[src/common/fm_pkg.sv]
// shared constants for the fm register file: slot counts, register map, ring layout, routing tables
package fm_pkg;

    localparam int num_ch    = 6;
    localparam int num_op    = 4;
    localparam int num_slot  = num_ch * num_op;
    localparam int op_word_w = 44;

    // operator register bases, addr[3:2] operator, addr[1:0] channel in bank
    localparam logic [7:0] op_base_dt_mul = 8'h30;
    localparam logic [7:0] op_base_tl     = 8'h40;
    localparam logic [7:0] op_base_ks_ar  = 8'h50;
    localparam logic [7:0] op_base_am_dr  = 8'h60;
    localparam logic [7:0] op_base_sr     = 8'h70;
    localparam logic [7:0] op_base_sl_rr  = 8'h80;
    localparam logic [7:0] op_base_ssg    = 8'h90;

    // channel registers
    localparam logic [7:0] ch_addr_fnum_lo = 8'hA0;
    localparam logic [7:0] ch_addr_fnum_hi = 8'hA4;
    localparam logic [7:0] ch_addr_fb_alg  = 8'hB0;
    localparam logic [7:0] ch_addr_pan_ms  = 8'hB4;
    localparam logic [7:0] ch_addr_keyon   = 8'h28;

    // bit of each register inside the op_upd one-hot
    localparam int upd_dt_mul = 0;
    localparam int upd_tl     = 1;
    localparam int upd_ks_ar  = 2;
    localparam int upd_am_dr  = 3;
    localparam int upd_sr     = 4;
    localparam int upd_sl_rr  = 5;
    localparam int upd_ssg    = 6;

    // bit of each register inside the ch_upd strobes
    localparam int upd_fnum_lo = 0;
    localparam int upd_fnum_hi = 1;
    localparam int upd_fb_alg  = 2;
    localparam int upd_pan_ms  = 3;

    // ring word layout, lsb of each field
    localparam int ssg_lsb   = 0;   // 4 bits, enable on top
    localparam int rr_lsb    = 4;   // 4 bits
    localparam int sl_lsb    = 8;   // 4 bits
    localparam int d2r_lsb   = 12;  // 5 bits
    localparam int d1r_lsb   = 17;  // 5 bits
    localparam int amsen_lsb = 22;  // 1 bit
    localparam int ar_lsb    = 23;  // 5 bits
    localparam int ks_lsb    = 28;  // 2 bits
    localparam int mul_lsb   = 30;  // 4 bits
    localparam int dt1_lsb   = 34;  // 3 bits
    localparam int tl_lsb    = 37;  // 7 bits, ends at bit 43

    // carrier mask per algorithm, bit n is operator n+1
    localparam logic [7:0][3:0] alg_carrier = {
        4'hF, 4'hE, 4'hE, 4'hA, 4'h8, 4'h8, 4'h8, 4'h8
    };

    // modulation sources indexed [alg][op], each entry a mask of earlier operators
    // one 16-bit word per algorithm, operator 4 in the top nibble
    localparam logic [7:0][3:0][3:0] alg_mod_src = {
        16'h0000, 16'h0010, 16'h1110, 16'h4010,
        16'h6010, 16'h5200, 16'h4300, 16'h4210
    };

endpackage
[src/source/fm_reg_file.sv]
// top level of the fm register file, presents every parameter of the current slot each cycle
`timescale 1ns/1ps

module fm_reg_file (
    input  logic        clk,
    input  logic        rst,
    input  logic        wr_valid,
    output logic        wr_ready,
    input  logic        wr_bank,
    input  logic [7:0]  wr_addr,
    input  logic [7:0]  wr_data,
    output logic [1:0]  slot_op,
    output logic [2:0]  slot_ch,
    output logic        frame_start,
    output logic [6:0]  tl,
    output logic [2:0]  dt1,
    output logic [3:0]  mul,
    output logic [1:0]  ks,
    output logic [4:0]  ar,
    output logic        amsen,
    output logic [4:0]  d1r,
    output logic [4:0]  d2r,
    output logic [3:0]  sl,
    output logic [3:0]  rr,
    output logic        ssg_en,
    output logic [2:0]  ssg_eg,
    output logic [10:0] fnum,
    output logic [2:0]  block,
    output logic [2:0]  fb,
    output logic [2:0]  alg,
    output logic [1:0]  pan,
    output logic [1:0]  ams,
    output logic [2:0]  pms,
    output logic        keyon,
    output logic        carrier,
    output logic        use_fb,
    output logic [3:0]  mod_src
);

    logic [4:0]                   slot_idx;
    logic [6:0]                   op_upd;
    logic [7:0]                   op_din;
    logic [3:0]                   ch_upd;
    logic [2:0]                   ch_sel;
    logic [7:0]                   ch_din;
    logic                         kon_we;
    logic [7:0]                   kon_din;
    logic [fm_pkg::op_word_w-1:0] head;

    slot_counter counter_i (
        .clk(clk), .rst(rst), .slot_op(slot_op), .slot_ch(slot_ch),
        .slot_idx(slot_idx), .frame_start(frame_start)
    );

    reg_write_port port_i (
        .clk(clk), .rst(rst), .wr_valid(wr_valid), .wr_ready(wr_ready),
        .wr_bank(wr_bank), .wr_addr(wr_addr), .wr_data(wr_data), .slot_idx(slot_idx),
        .op_upd(op_upd), .op_din(op_din), .ch_upd(ch_upd), .ch_sel(ch_sel),
        .ch_din(ch_din), .kon_we(kon_we), .kon_din(kon_din)
    );

    op_reg_ring ring_i (
        .clk(clk), .rst(rst), .op_upd(op_upd), .op_din(op_din), .head(head)
    );

    ch_reg_mem chmem_i (
        .clk(clk), .rst(rst), .ch_upd(ch_upd), .ch_sel(ch_sel), .ch_din(ch_din),
        .slot_ch(slot_ch), .fnum(fnum), .block(block), .fb(fb), .alg(alg),
        .pan(pan), .ams(ams), .pms(pms)
    );

    keyon_ctrl kon_i (
        .clk(clk), .rst(rst), .kon_we(kon_we), .kon_din(kon_din),
        .slot_op(slot_op), .slot_ch(slot_ch), .keyon(keyon)
    );

    alg_route route_i (
        .alg(alg), .fb(fb), .slot_op(slot_op),
        .carrier(carrier), .use_fb(use_fb), .mod_src(mod_src)
    );

    // head word fields
    assign tl     = head[fm_pkg::tl_lsb +: 7];
    assign dt1    = head[fm_pkg::dt1_lsb +: 3];
    assign mul    = head[fm_pkg::mul_lsb +: 4];
    assign ks     = head[fm_pkg::ks_lsb +: 2];
    assign ar     = head[fm_pkg::ar_lsb +: 5];
    assign amsen  = head[fm_pkg::amsen_lsb];
    assign d1r    = head[fm_pkg::d1r_lsb +: 5];
    assign d2r    = head[fm_pkg::d2r_lsb +: 5];
    assign sl     = head[fm_pkg::sl_lsb +: 4];
    assign rr     = head[fm_pkg::rr_lsb +: 4];
    assign ssg_en = head[fm_pkg::ssg_lsb + 3];
    assign ssg_eg = head[fm_pkg::ssg_lsb +: 3];

endmodule

[src/source/alg_route.sv]
// algorithm decoder, gives carrier, feedback and modulation-source flags for the current operator
`timescale 1ns/1ps

module alg_route (
    input  logic [2:0] alg,
    input  logic [2:0] fb,
    input  logic [1:0] slot_op,
    output logic       carrier,
    output logic       use_fb,
    output logic [3:0] mod_src
);

    logic [3:0] carrier_mask;

    assign carrier_mask = fm_pkg::alg_carrier[alg];
    assign carrier      = carrier_mask[slot_op];

    // only operator 1 feeds back on itself
    assign use_fb = (slot_op == 2'd0) && (fb != 3'd0);

    assign mod_src = fm_pkg::alg_mod_src[alg][slot_op];

endmodule

[src/source/keyon_ctrl.sv]
// key-on state per slot, loaded from the key-on register and read out for the current slot
`timescale 1ns/1ps

module keyon_ctrl (
    input  logic       clk,
    input  logic       rst,
    input  logic       kon_we,
    input  logic [7:0] kon_din,
    input  logic [1:0] slot_op,
    input  logic [2:0] slot_ch,
    output logic       keyon
);

    logic [3:0] kon_bits [fm_pkg::num_ch];  // operator mask per channel
    logic [2:0] kon_ch;
    logic       code_ok;

    // code bit 2 picks the upper bank, low code 3 is unused
    assign code_ok = kon_din[1:0] != 2'd3;
    assign kon_ch  = 3'(kon_din[1:0]) + (kon_din[2] ? 3'd3 : 3'd0);

    always_ff @(posedge clk) begin
        if (rst) begin
            for (int i = 0; i < fm_pkg::num_ch; i++) begin
                kon_bits[i] <= '0;
            end
        end else if (kon_we && code_ok) begin
            kon_bits[kon_ch] <= kon_din[7:4];
        end
    end

    assign keyon = kon_bits[slot_ch][slot_op];

endmodule

[src/source/ch_reg_mem.sv]
// per-channel register storage with the shared frequency high-byte latch
`timescale 1ns/1ps

module ch_reg_mem (
    input  logic        clk,
    input  logic        rst,
    input  logic [3:0]  ch_upd,
    input  logic [2:0]  ch_sel,
    input  logic [7:0]  ch_din,
    input  logic [2:0]  slot_ch,
    output logic [10:0] fnum,
    output logic [2:0]  block,
    output logic [2:0]  fb,
    output logic [2:0]  alg,
    output logic [1:0]  pan,
    output logic [1:0]  ams,
    output logic [2:0]  pms
);

    logic [10:0] fnum_mem  [fm_pkg::num_ch];
    logic [2:0]  block_mem [fm_pkg::num_ch];
    logic [2:0]  fb_mem    [fm_pkg::num_ch];
    logic [2:0]  alg_mem   [fm_pkg::num_ch];
    logic [1:0]  pan_mem   [fm_pkg::num_ch];
    logic [1:0]  ams_mem   [fm_pkg::num_ch];
    logic [2:0]  pms_mem   [fm_pkg::num_ch];
    logic [5:0]  fhi_latch; // block, fnum[10:8]

    always_ff @(posedge clk) begin
        if (rst) begin
            fhi_latch <= '0;
            for (int i = 0; i < fm_pkg::num_ch; i++) begin
                fnum_mem[i]  <= '0;
                block_mem[i] <= '0;
                fb_mem[i]    <= '0;
                alg_mem[i]   <= '0;
                pan_mem[i]   <= '0;
                ams_mem[i]   <= '0;
                pms_mem[i]   <= '0;
            end
        end else begin
            if (ch_upd[fm_pkg::upd_fnum_hi]) begin
                fhi_latch <= ch_din[5:0];
            end
            if (ch_upd[fm_pkg::upd_fnum_lo]) begin  // commits latch too
                fnum_mem[ch_sel]  <= {fhi_latch[2:0], ch_din};
                block_mem[ch_sel] <= fhi_latch[5:3];
            end
            if (ch_upd[fm_pkg::upd_fb_alg]) begin
                fb_mem[ch_sel]  <= ch_din[5:3];
                alg_mem[ch_sel] <= ch_din[2:0];
            end
            if (ch_upd[fm_pkg::upd_pan_ms]) begin
                pan_mem[ch_sel] <= ch_din[7:6];
                ams_mem[ch_sel] <= ch_din[5:4];
                pms_mem[ch_sel] <= ch_din[2:0];
            end
        end
    end

    assign fnum  = fnum_mem[slot_ch];
    assign block = block_mem[slot_ch];
    assign fb    = fb_mem[slot_ch];
    assign alg   = alg_mem[slot_ch];
    assign pan   = pan_mem[slot_ch];
    assign ams   = ams_mem[slot_ch];
    assign pms   = pms_mem[slot_ch];

endmodule

[src/op_regs/op_reg_ring.sv]
// circulating ring of operator parameter words, the head word always belongs to the current slot
`timescale 1ns/1ps

module op_reg_ring (
    input  logic                        clk,
    input  logic                        rst,
    input  logic [6:0]                  op_upd,
    input  logic [7:0]                  op_din,
    output logic [fm_pkg::op_word_w-1:0] head
);

    logic [fm_pkg::op_word_w-1:0] ring [fm_pkg::num_slot];
    logic [fm_pkg::op_word_w-1:0] head_upd;

    assign head = ring[0];

    // rewrite the fields of the selected register, others pass unchanged
    always_comb begin
        head_upd = head;
        if (op_upd[fm_pkg::upd_dt_mul]) begin
            head_upd[fm_pkg::dt1_lsb +: 3] = op_din[6:4];
            head_upd[fm_pkg::mul_lsb +: 4] = op_din[3:0];
        end
        if (op_upd[fm_pkg::upd_tl]) begin
            head_upd[fm_pkg::tl_lsb +: 7] = op_din[6:0];
        end
        if (op_upd[fm_pkg::upd_ks_ar]) begin
            head_upd[fm_pkg::ks_lsb +: 2] = op_din[7:6];
            head_upd[fm_pkg::ar_lsb +: 5] = op_din[4:0];
        end
        if (op_upd[fm_pkg::upd_am_dr]) begin
            head_upd[fm_pkg::amsen_lsb]    = op_din[7];
            head_upd[fm_pkg::d1r_lsb +: 5] = op_din[4:0];
        end
        if (op_upd[fm_pkg::upd_sr]) begin
            head_upd[fm_pkg::d2r_lsb +: 5] = op_din[4:0];
        end
        if (op_upd[fm_pkg::upd_sl_rr]) begin
            head_upd[fm_pkg::sl_lsb +: 4] = op_din[7:4];
            head_upd[fm_pkg::rr_lsb +: 4] = op_din[3:0];
        end
        if (op_upd[fm_pkg::upd_ssg]) begin
            head_upd[fm_pkg::ssg_lsb +: 4] = op_din[3:0];  // enable + mode
        end
    end

    // shift toward the head, old head goes to the tail
    always_ff @(posedge clk) begin
        if (rst) begin
            for (int i = 0; i < fm_pkg::num_slot; i++) begin
                ring[i] <= '0;
            end
        end else begin
            for (int i = 0; i < fm_pkg::num_slot - 1; i++) begin
                ring[i] <= ring[i+1];
            end
            ring[fm_pkg::num_slot-1] <= head_upd;
        end
    end

endmodule

[src/source/reg_write_port.sv]
// host write port, decodes byte writes into operator, channel and key-on update strobes
`timescale 1ns/1ps

module reg_write_port (
    input  logic       clk,
    input  logic       rst,
    input  logic       wr_valid,
    output logic       wr_ready,
    input  logic       wr_bank,
    input  logic [7:0] wr_addr,
    input  logic [7:0] wr_data,
    input  logic [4:0] slot_idx,
    output logic [6:0] op_upd,
    output logic [7:0] op_din,
    output logic [3:0] ch_upd,
    output logic [2:0] ch_sel,
    output logic [7:0] ch_din,
    output logic       kon_we,
    output logic [7:0] kon_din
);

    logic       accept;
    logic       ch_ok;      // channel field 3 is not a channel
    logic [2:0] tgt_ch;
    logic [4:0] tgt_slot;
    logic [6:0] op_hit;
    logic [3:0] ch_hit;
    logic       op_fire;

    // held operator write
    logic       pend;
    logic [4:0] pend_slot;
    logic [6:0] pend_field;
    logic [7:0] pend_data;

    assign wr_ready = !pend;
    assign accept   = wr_valid && wr_ready;
    assign ch_ok    = wr_addr[1:0] != 2'd3;
    assign tgt_ch   = 3'(wr_addr[1:0]) + (wr_bank ? 3'd3 : 3'd0);
    assign tgt_slot = 5'(wr_addr[3:2] * fm_pkg::num_ch) + 5'(tgt_ch);

    always_comb begin
        op_hit = '0;
        ch_hit = '0;
        if (ch_ok) begin
            case (wr_addr[7:4])
                fm_pkg::op_base_dt_mul[7:4]: op_hit[fm_pkg::upd_dt_mul] = 1'b1;
                fm_pkg::op_base_tl[7:4]:     op_hit[fm_pkg::upd_tl]     = 1'b1;
                fm_pkg::op_base_ks_ar[7:4]:  op_hit[fm_pkg::upd_ks_ar]  = 1'b1;
                fm_pkg::op_base_am_dr[7:4]:  op_hit[fm_pkg::upd_am_dr]  = 1'b1;
                fm_pkg::op_base_sr[7:4]:     op_hit[fm_pkg::upd_sr]     = 1'b1;
                fm_pkg::op_base_sl_rr[7:4]:  op_hit[fm_pkg::upd_sl_rr]  = 1'b1;
                fm_pkg::op_base_ssg[7:4]:    op_hit[fm_pkg::upd_ssg]    = 1'b1;
                default: ;
            endcase
            case (wr_addr[7:2])
                fm_pkg::ch_addr_fnum_lo[7:2]: ch_hit[fm_pkg::upd_fnum_lo] = 1'b1;
                fm_pkg::ch_addr_fnum_hi[7:2]: ch_hit[fm_pkg::upd_fnum_hi] = 1'b1;
                fm_pkg::ch_addr_fb_alg[7:2]:  ch_hit[fm_pkg::upd_fb_alg]  = 1'b1;
                fm_pkg::ch_addr_pan_ms[7:2]:  ch_hit[fm_pkg::upd_pan_ms]  = 1'b1;
                default: ;
            endcase
        end
    end

    // channel and key-on writes land on the accepting edge
    assign ch_upd  = accept ? ch_hit : 4'd0;
    assign ch_sel  = tgt_ch;
    assign ch_din  = wr_data;
    assign kon_we  = accept && (wr_addr == fm_pkg::ch_addr_keyon);
    assign kon_din = wr_data;

    // operator strobe only while the ring head holds the target slot
    assign op_fire = pend && (slot_idx == pend_slot);
    assign op_upd  = op_fire ? pend_field : 7'd0;
    assign op_din  = pend_data;

    always_ff @(posedge clk) begin
        if (rst) begin
            pend       <= 1'b0;
            pend_field <= '0;
        end else if (accept && |op_hit) begin
            pend       <= 1'b1;
            pend_field <= op_hit;
        end else if (op_fire) begin
            pend <= 1'b0;  // ready again after the update edge
        end
    end

    always_ff @(posedge clk) begin
        if (accept && |op_hit) begin
            pend_slot <= tgt_slot;
            pend_data <= wr_data;
        end
    end

endmodule

[src/source/slot_counter.sv]
// free-running slot sequencer, the common time base that all register blocks index by
`timescale 1ns/1ps

module slot_counter (
    input  logic       clk,
    input  logic       rst,
    output logic [1:0] slot_op,
    output logic [2:0] slot_ch,
    output logic [4:0] slot_idx,
    output logic       frame_start
);

    logic last_ch;
    logic last_slot;

    assign last_ch   = slot_ch == 3'(fm_pkg::num_ch - 1);
    assign last_slot = slot_idx == 5'(fm_pkg::num_slot - 1);

    // channel runs fastest, operator steps after the last channel
    always_ff @(posedge clk) begin
        if (rst) begin
            slot_op  <= '0;
            slot_ch  <= '0;
            slot_idx <= '0;
        end else begin
            slot_ch  <= last_ch ? 3'd0 : slot_ch + 3'd1;
            slot_op  <= last_ch ? slot_op + 2'd1 : slot_op; // wraps 3 -> 0 by width
            slot_idx <= last_slot ? 5'd0 : slot_idx + 5'd1;
        end
    end

    assign frame_start = slot_idx == 5'd0;

endmodule

[config.mk]
export PLATFORM = sky130hd
export DESIGN_NAME = fm_reg_file
export DESIGN_NICKNAME = d
export VERILOG_FILES = /design/src/common/fm_pkg.sv /design/src/source/fm_reg_file.sv /design/src/source/alg_route.sv /design/src/source/keyon_ctrl.sv /design/src/source/ch_reg_mem.sv /design/src/op_regs/op_reg_ring.sv /design/src/source/reg_write_port.sv /design/src/source/slot_counter.sv
export SDC_FILE = /design/constraint.sdc
export NUM_CORES = 2
export LEC_CHECK = 0
export BUFFER_PORTS_ARGS = -buffer_cell sky130_fd_sc_hd__buf_2
export CAP_MARGIN = 20
export CORE_ASPECT_RATIO = 0.7
export CORE_MARGIN = 2
export CORE_UTILIZATION = 42
export CTS_CLUSTER_DIAMETER = 40
export CTS_CLUSTER_SIZE = 25
export DETAILED_ROUTE_END_ITERATION = 7
export GPL_ROUTABILITY_DRIVEN = 1
export PLACE_DENSITY = 0.66
export SLEW_MARGIN = 25
export SYNTH_ARGS = -nofsm -noshare
export SYNTH_HDL_FRONTEND = slang
export SYNTH_SLANG_ARGS = --single-unit
[constraint.sdc]
create_clock -name clk -period 8.3 [get_ports clk]
set_input_delay 1.66 -clock clk [delete_from_list [all_inputs] [get_ports clk]]
set_output_delay 1.66 -clock clk [all_outputs]
set_load 0.01 [all_outputs]
# == Word-level counts from Yosys, hierarchy flattened ==
# Memory sizes are Yosys's and may differ from the RTL's. A register that Yosys moved wholly into a read port is not among the register bits.
# Cells that the tools add are included.
# classes
div,0
n_addsub,6
n_mul,1
eq_ne,17
order_cmp,2
n_bitwise,24
shifts,0
n_reduce_logical,22
n_mux,105
# op_table
operator,count
$mux W44,24
$mux W3,20
$mux W1,38
$mux W7,5
$eq A6 B6 Y1 const B,4
$mux W4,6
$or A1 B1 Y1,24
$eq A4 B3 Y1 const B,4
$mux W16,1
$reduce_or A3 Y1,4
$mux W11,1
$reduce_or A11 Y1,1
$bmux W4 S2,1
$eq A4 B4 Y1 const B,2
$eq A8 B6 Y1 const B,1
$mux W2,4
$mux W8,1
$reduce_or A2 Y1,4
$reduce_or A7 Y1,1
$add A2 B3 Y3,2
$logic_and A1 B1 Y1,6
$mux W6,1
$add A5 B1 Y5 const B,1
$add A5 B3 Y5,1
other kinds (18),20
# totals
romBits,160
in_bits,20
regBits,37
word_cells,196
latchBits,0
n_memories,11
out_inout_bits,85
ramBits,1242
# mem_list
name,depth,word_bits,read_ports,rd_clocked_by_memory_dff,wr,line_no,rtl
ring_i.ring,24,44,24,0,24,op_reg_ring.sv:12,logic [fm_pkg::op_word_w-1:0] ring [fm_pkg::num_slot];
(no name shown),8,16,1,0,0,alg_route.sv:21,assign mod_src = fm_pkg::alg_mod_src[alg][slot_op];
chmem_i.fnum_mem,6,11,1,1,6,ch_reg_mem.sv:20,logic [10:0] fnum_mem [fm_pkg::num_ch];
(no name shown),8,4,1,0,0,alg_route.sv:15,assign carrier_mask = fm_pkg::alg_carrier[alg];
kon_i.kon_bits,6,4,1,1,6,keyon_ctrl.sv:14,logic [3:0] kon_bits [fm_pkg::num_ch];
chmem_i.alg_mem,6,3,1,1,6,ch_reg_mem.sv:23,logic [2:0] alg_mem [fm_pkg::num_ch];
+5 memories,n/a,n/a,n/a,n/a,n/a,n/a,

# == Depth between registers and ports, before layout ==
# logic_depth
word_depth,9
ltp_mapped,10

# == By module ==
# From an unflattened synthesis, not the netlist that was laid out.
# unflattened
hier_cells,3249
area_unflattened_um2,42373.1
# by_module_without_submodules
module,instances,cells_each,area_each_um2,seq_area_each_um2
op_reg_ring,1,2324,28962.8,21140.3
ch_reg_mem,1,600,9869.5,6606.3
keyon_ctrl,1,122,1607.8,960.9
reg_write_port,1,131,1332.5,550.5
slot_counter,1,44,415.4,200.2
alg_route,1,28,185.2,0.0

# == Least setup slack after synthesis ==
# Ideal clock, no wire load.
# synth_path
path_type,input -> register
from,input port wr_bank
to,memory chmem_i.block_mem[7][0] (enable)
t_required_ps,7879
cell_stages,7
setup_time_ps,421
path_slack_ps,3725
t_arrival_ps,4153
n_path_buf,1
cell_sequence,ha_1 inv_1 fa_1 buf_2 inv_1 nand2_1 nor4_1
# synth_rtl
element,line_no,rtl
start: declaration,fm_reg_file.sv:9,"input logic wr_bank,"
end: declaration,ch_reg_mem.sv:21,logic [2:0] block_mem [fm_pkg::num_ch];

==> qor.yml <==
outcome: "finished clean"
skew_ps: 32.4
overflow: 0
p_sw_mw: 2.94
syn_to_final_growth_pct: 12.9
cap_violations: 0
ys_ff_latch: 1341
relSlewSlack_pct: 26.3
start_kind: "flop"
synth_cell_types: 58
yosys.area.top_type: "dfxtp_1"
syn_area_mm2: 0.0421
synth_cells: 3278
period_needed_ps: 4760
wl_um: 72900
grt_setup_unrepaired: "false"
crit_chain: "buf_6, mux4_2, mux2_2, o31a_1, buf_2"
die_area_mm2: 0.103
post-route-period-util_pct: 57.3
start_util_pct: 42.2
syn_area_per_cell_um2: 12.8
setup.worst_path.class: "flop to primary output"
async_reset_ff_share_pct: 0
core_area_mm2: 0.0996
fmax_ghz: 0.210
holdBufCountCts: 0
drtIter0Drc: 1756
clockBufferDepth: 3
setup_tns_ps: 0
placed_area_mm2: 0.0434
synth_edf_count: 261
p_int_mw: 9.53
gr-usage-all-layers_pct: 14.1
setup_viol: 0
cts_sinks: 1341
route.detailed.drc: 0
die_h_um: 269
post_cts_resized: 0
arrival_ps: 3100
finalPower_mw: 12.5
drv_slew: 0
hold_viol: 0
synth_top_area_share_pct: 51.4
io_buffers: 103
vias: 21600
design_area_mm2: 0.0475
end_kind: "primary output"
grt_max_degree: 275
cts_buffers: 110
clk_latency_ps: 700
gp_congestion: 0.815
drive_gt1_share_pct: 13.4
mappedNetlistNets: 3319
synth_area_leaders: "dfxtp_1 (51%), edfxtp_1 (19%), nor2b_1 (15%)"
grt_pass1_vias: 19800
dr.pass1.iters: 5
yosysMostFrequentCell: "dfxtp_1"
cpPeakStageDelay_ps: 600
worstMarginPinSlew_ps: 1110
hold_path.class: "flop to flop"
synth.yosys.warnings: 0
cts_root_buffer: "clkbuf_16"
cp.required_ps: 6640
antenna_found_initial: 13
boundaryPins: 105
cts_setup_buffers: 0
dp_hpwl_um: 44400
power_density_mw_per_mm2: 263
cts_tree: "built"
htreeDepth: 3
irDropWorstVdd_v: 0.000204
grt_pass1_wl_um: 113000
yosys-top-cells-count: "dfxtp_1 (1080), nor2b_1 (1016), edfxtp_1 (261), clkbuf_1 (148), nor2_1 (99)"
die_x_um: 382
ant_nets: 0
wl_per_cell_um: 15.4
synth_ff_type: "dfxtp_1"
leakagePower_nw: 18.0
p_seq_share_pct: 53.5
path_clk_slew_ps: 80
fin_util_pct: 47.6
switching_share_pct: 23.6
whs_ps: 420
cp_slowest_cell: "buf_6"
crit_fanout: 64
rows: 97
ys_seq_area_share_pct: 70.0
finalNetCount: 3326
fill_cells: 8710
vias_per_cell: 4.57
clock_power_share_pct: 43.3
reg2reg_slack_ps: 5010
p_comb_share_pct: 3.2
## worst max-delay path, delay by kind of cell, from the launching register on
family	cells	cell delay, ps
DFF	1	420
AOI/OAI and AO/OA	1	300
buffers and inverters	2	740
muxes	2	910
## power groups by stage
stage	registers, mW	clock network, mW	logic, mW
after global routing	6.68	5.80	0.427
after global placement	6.82	0	0.387
after floorplan	6.81	0	0.278
after detailed placement	6.83	0	0.390
final	6.67	5.40	0.394
after CTS	6.67	5.54	0.392
## sequential cells by signal, summed over array words and instances (netlist names), 3 cells and up
name and cells:
chmem_i.ams_mem 16, ring_i.ring 1056, chmem_i.pan_mem 16, chmem_i.fb_mem 24
counter_i.slot_idx 5, port_i.pend_field 7, chmem_i.pms_mem 24, port_i.op_din 8
chmem_i.block_mem 24, kon_i.kon_bits 32, chmem_i.fnum_mem 88, port_i.pend_slot 5
chmem_i.alg_mem 24, chmem_i.fhi_latch 6, counter_i.slot_ch 3
## kinds of logic after synthesis
| group | Yosys count | synth area share, % |
|---|---|---|
| buffers and inverters | 269 | 2.92 |
| adders and majority gates | 21 | 0.678 |
| DFF | 1341 | 70.0 |
| muxes | 104 | 4.16 |
| xor gates and xnor gates | 11 | 0.229 |
| other | 1 | 0.00892 |
| and+or+nand+nor | 1389 | 20.1 |
| AOI/OAI and AO/OA | 142 | 1.86 |
## per-layer routing
metal / track usage, % / vias up / share of wire (%)
li1: - / 10600 / -
met2: 19.2 / 577 / 39
met1: 21.9 / 10300 / 51
met5: 0 / - / 0
met3: 3.16 / 124 / 7.4
met4: 4.08 / 0 / 2.2
## per-stage QoR
step / instances / worst slack, ps
floorplan: 3278 / 3730
global placement: 4504 / 3500
detailed placement: 4505 / 3520
CTS: 4713 / 3250
global route: 4717 / 3330
finish: 4729 / 3540
## final cells by class
class,count,area (um2),area share [%]
multi-input cells,1668,11400,24.1
flip-flops and latches,1341,29500,62.1
repair buffers,126,806,1.70
diodes,12,30.0,0.0633
well taps,1336,1670,3.52
clock inverters,94,1150,2.43
inverters,38,143,0.300
clock buffers,114,2770,5.83
## cell usage in the layout, fill, tap and decap left out, types with 8 or more instances in the layout
master and instances:
nor2_1 97, nand3_2 12, and4_1 8, xnor2_1 8, nand2b_1 9, clkinv_4 9, clkinv_8 16, inv_8 13
dfxtp_1 1077, inv_6 23, inv_1 38, mux2i_1 25, nand4_1 14, buf_2 102, mux2_2 24, mux4_2 54
and2_1 95, o21ai_0 56, nor3_1 12, buf_4 14, ha_1 18, nor2b_1 1016, clkinvlp_4 11, clkbuf_16 110
nand3_1 60, edfxtp_1 261, nand2_1 23, diode_2 12, a21oi_1 58
## path summary, 6_finish.rpt
path,depth (start not counted),startpoint,end
max reg2reg,4,port_i.pend$_SDFFE_PP0P_,chmem_i.fnum_mem[2][8]$_SDFFCE_PN0P_
min reg2reg,1,ring_i.ring[0][523]$_SDFF_PP0_,ring_i.ring[0][479]$_SDFF_PP0_
min,1,ring_i.ring[0][523]$_SDFF_PP0_,ring_i.ring[0][479]$_SDFF_PP0_
max,5,counter_i.slot_ch[1]$_SDFF_PP0_,use_fb
Power figures use the tool's default switching activity.
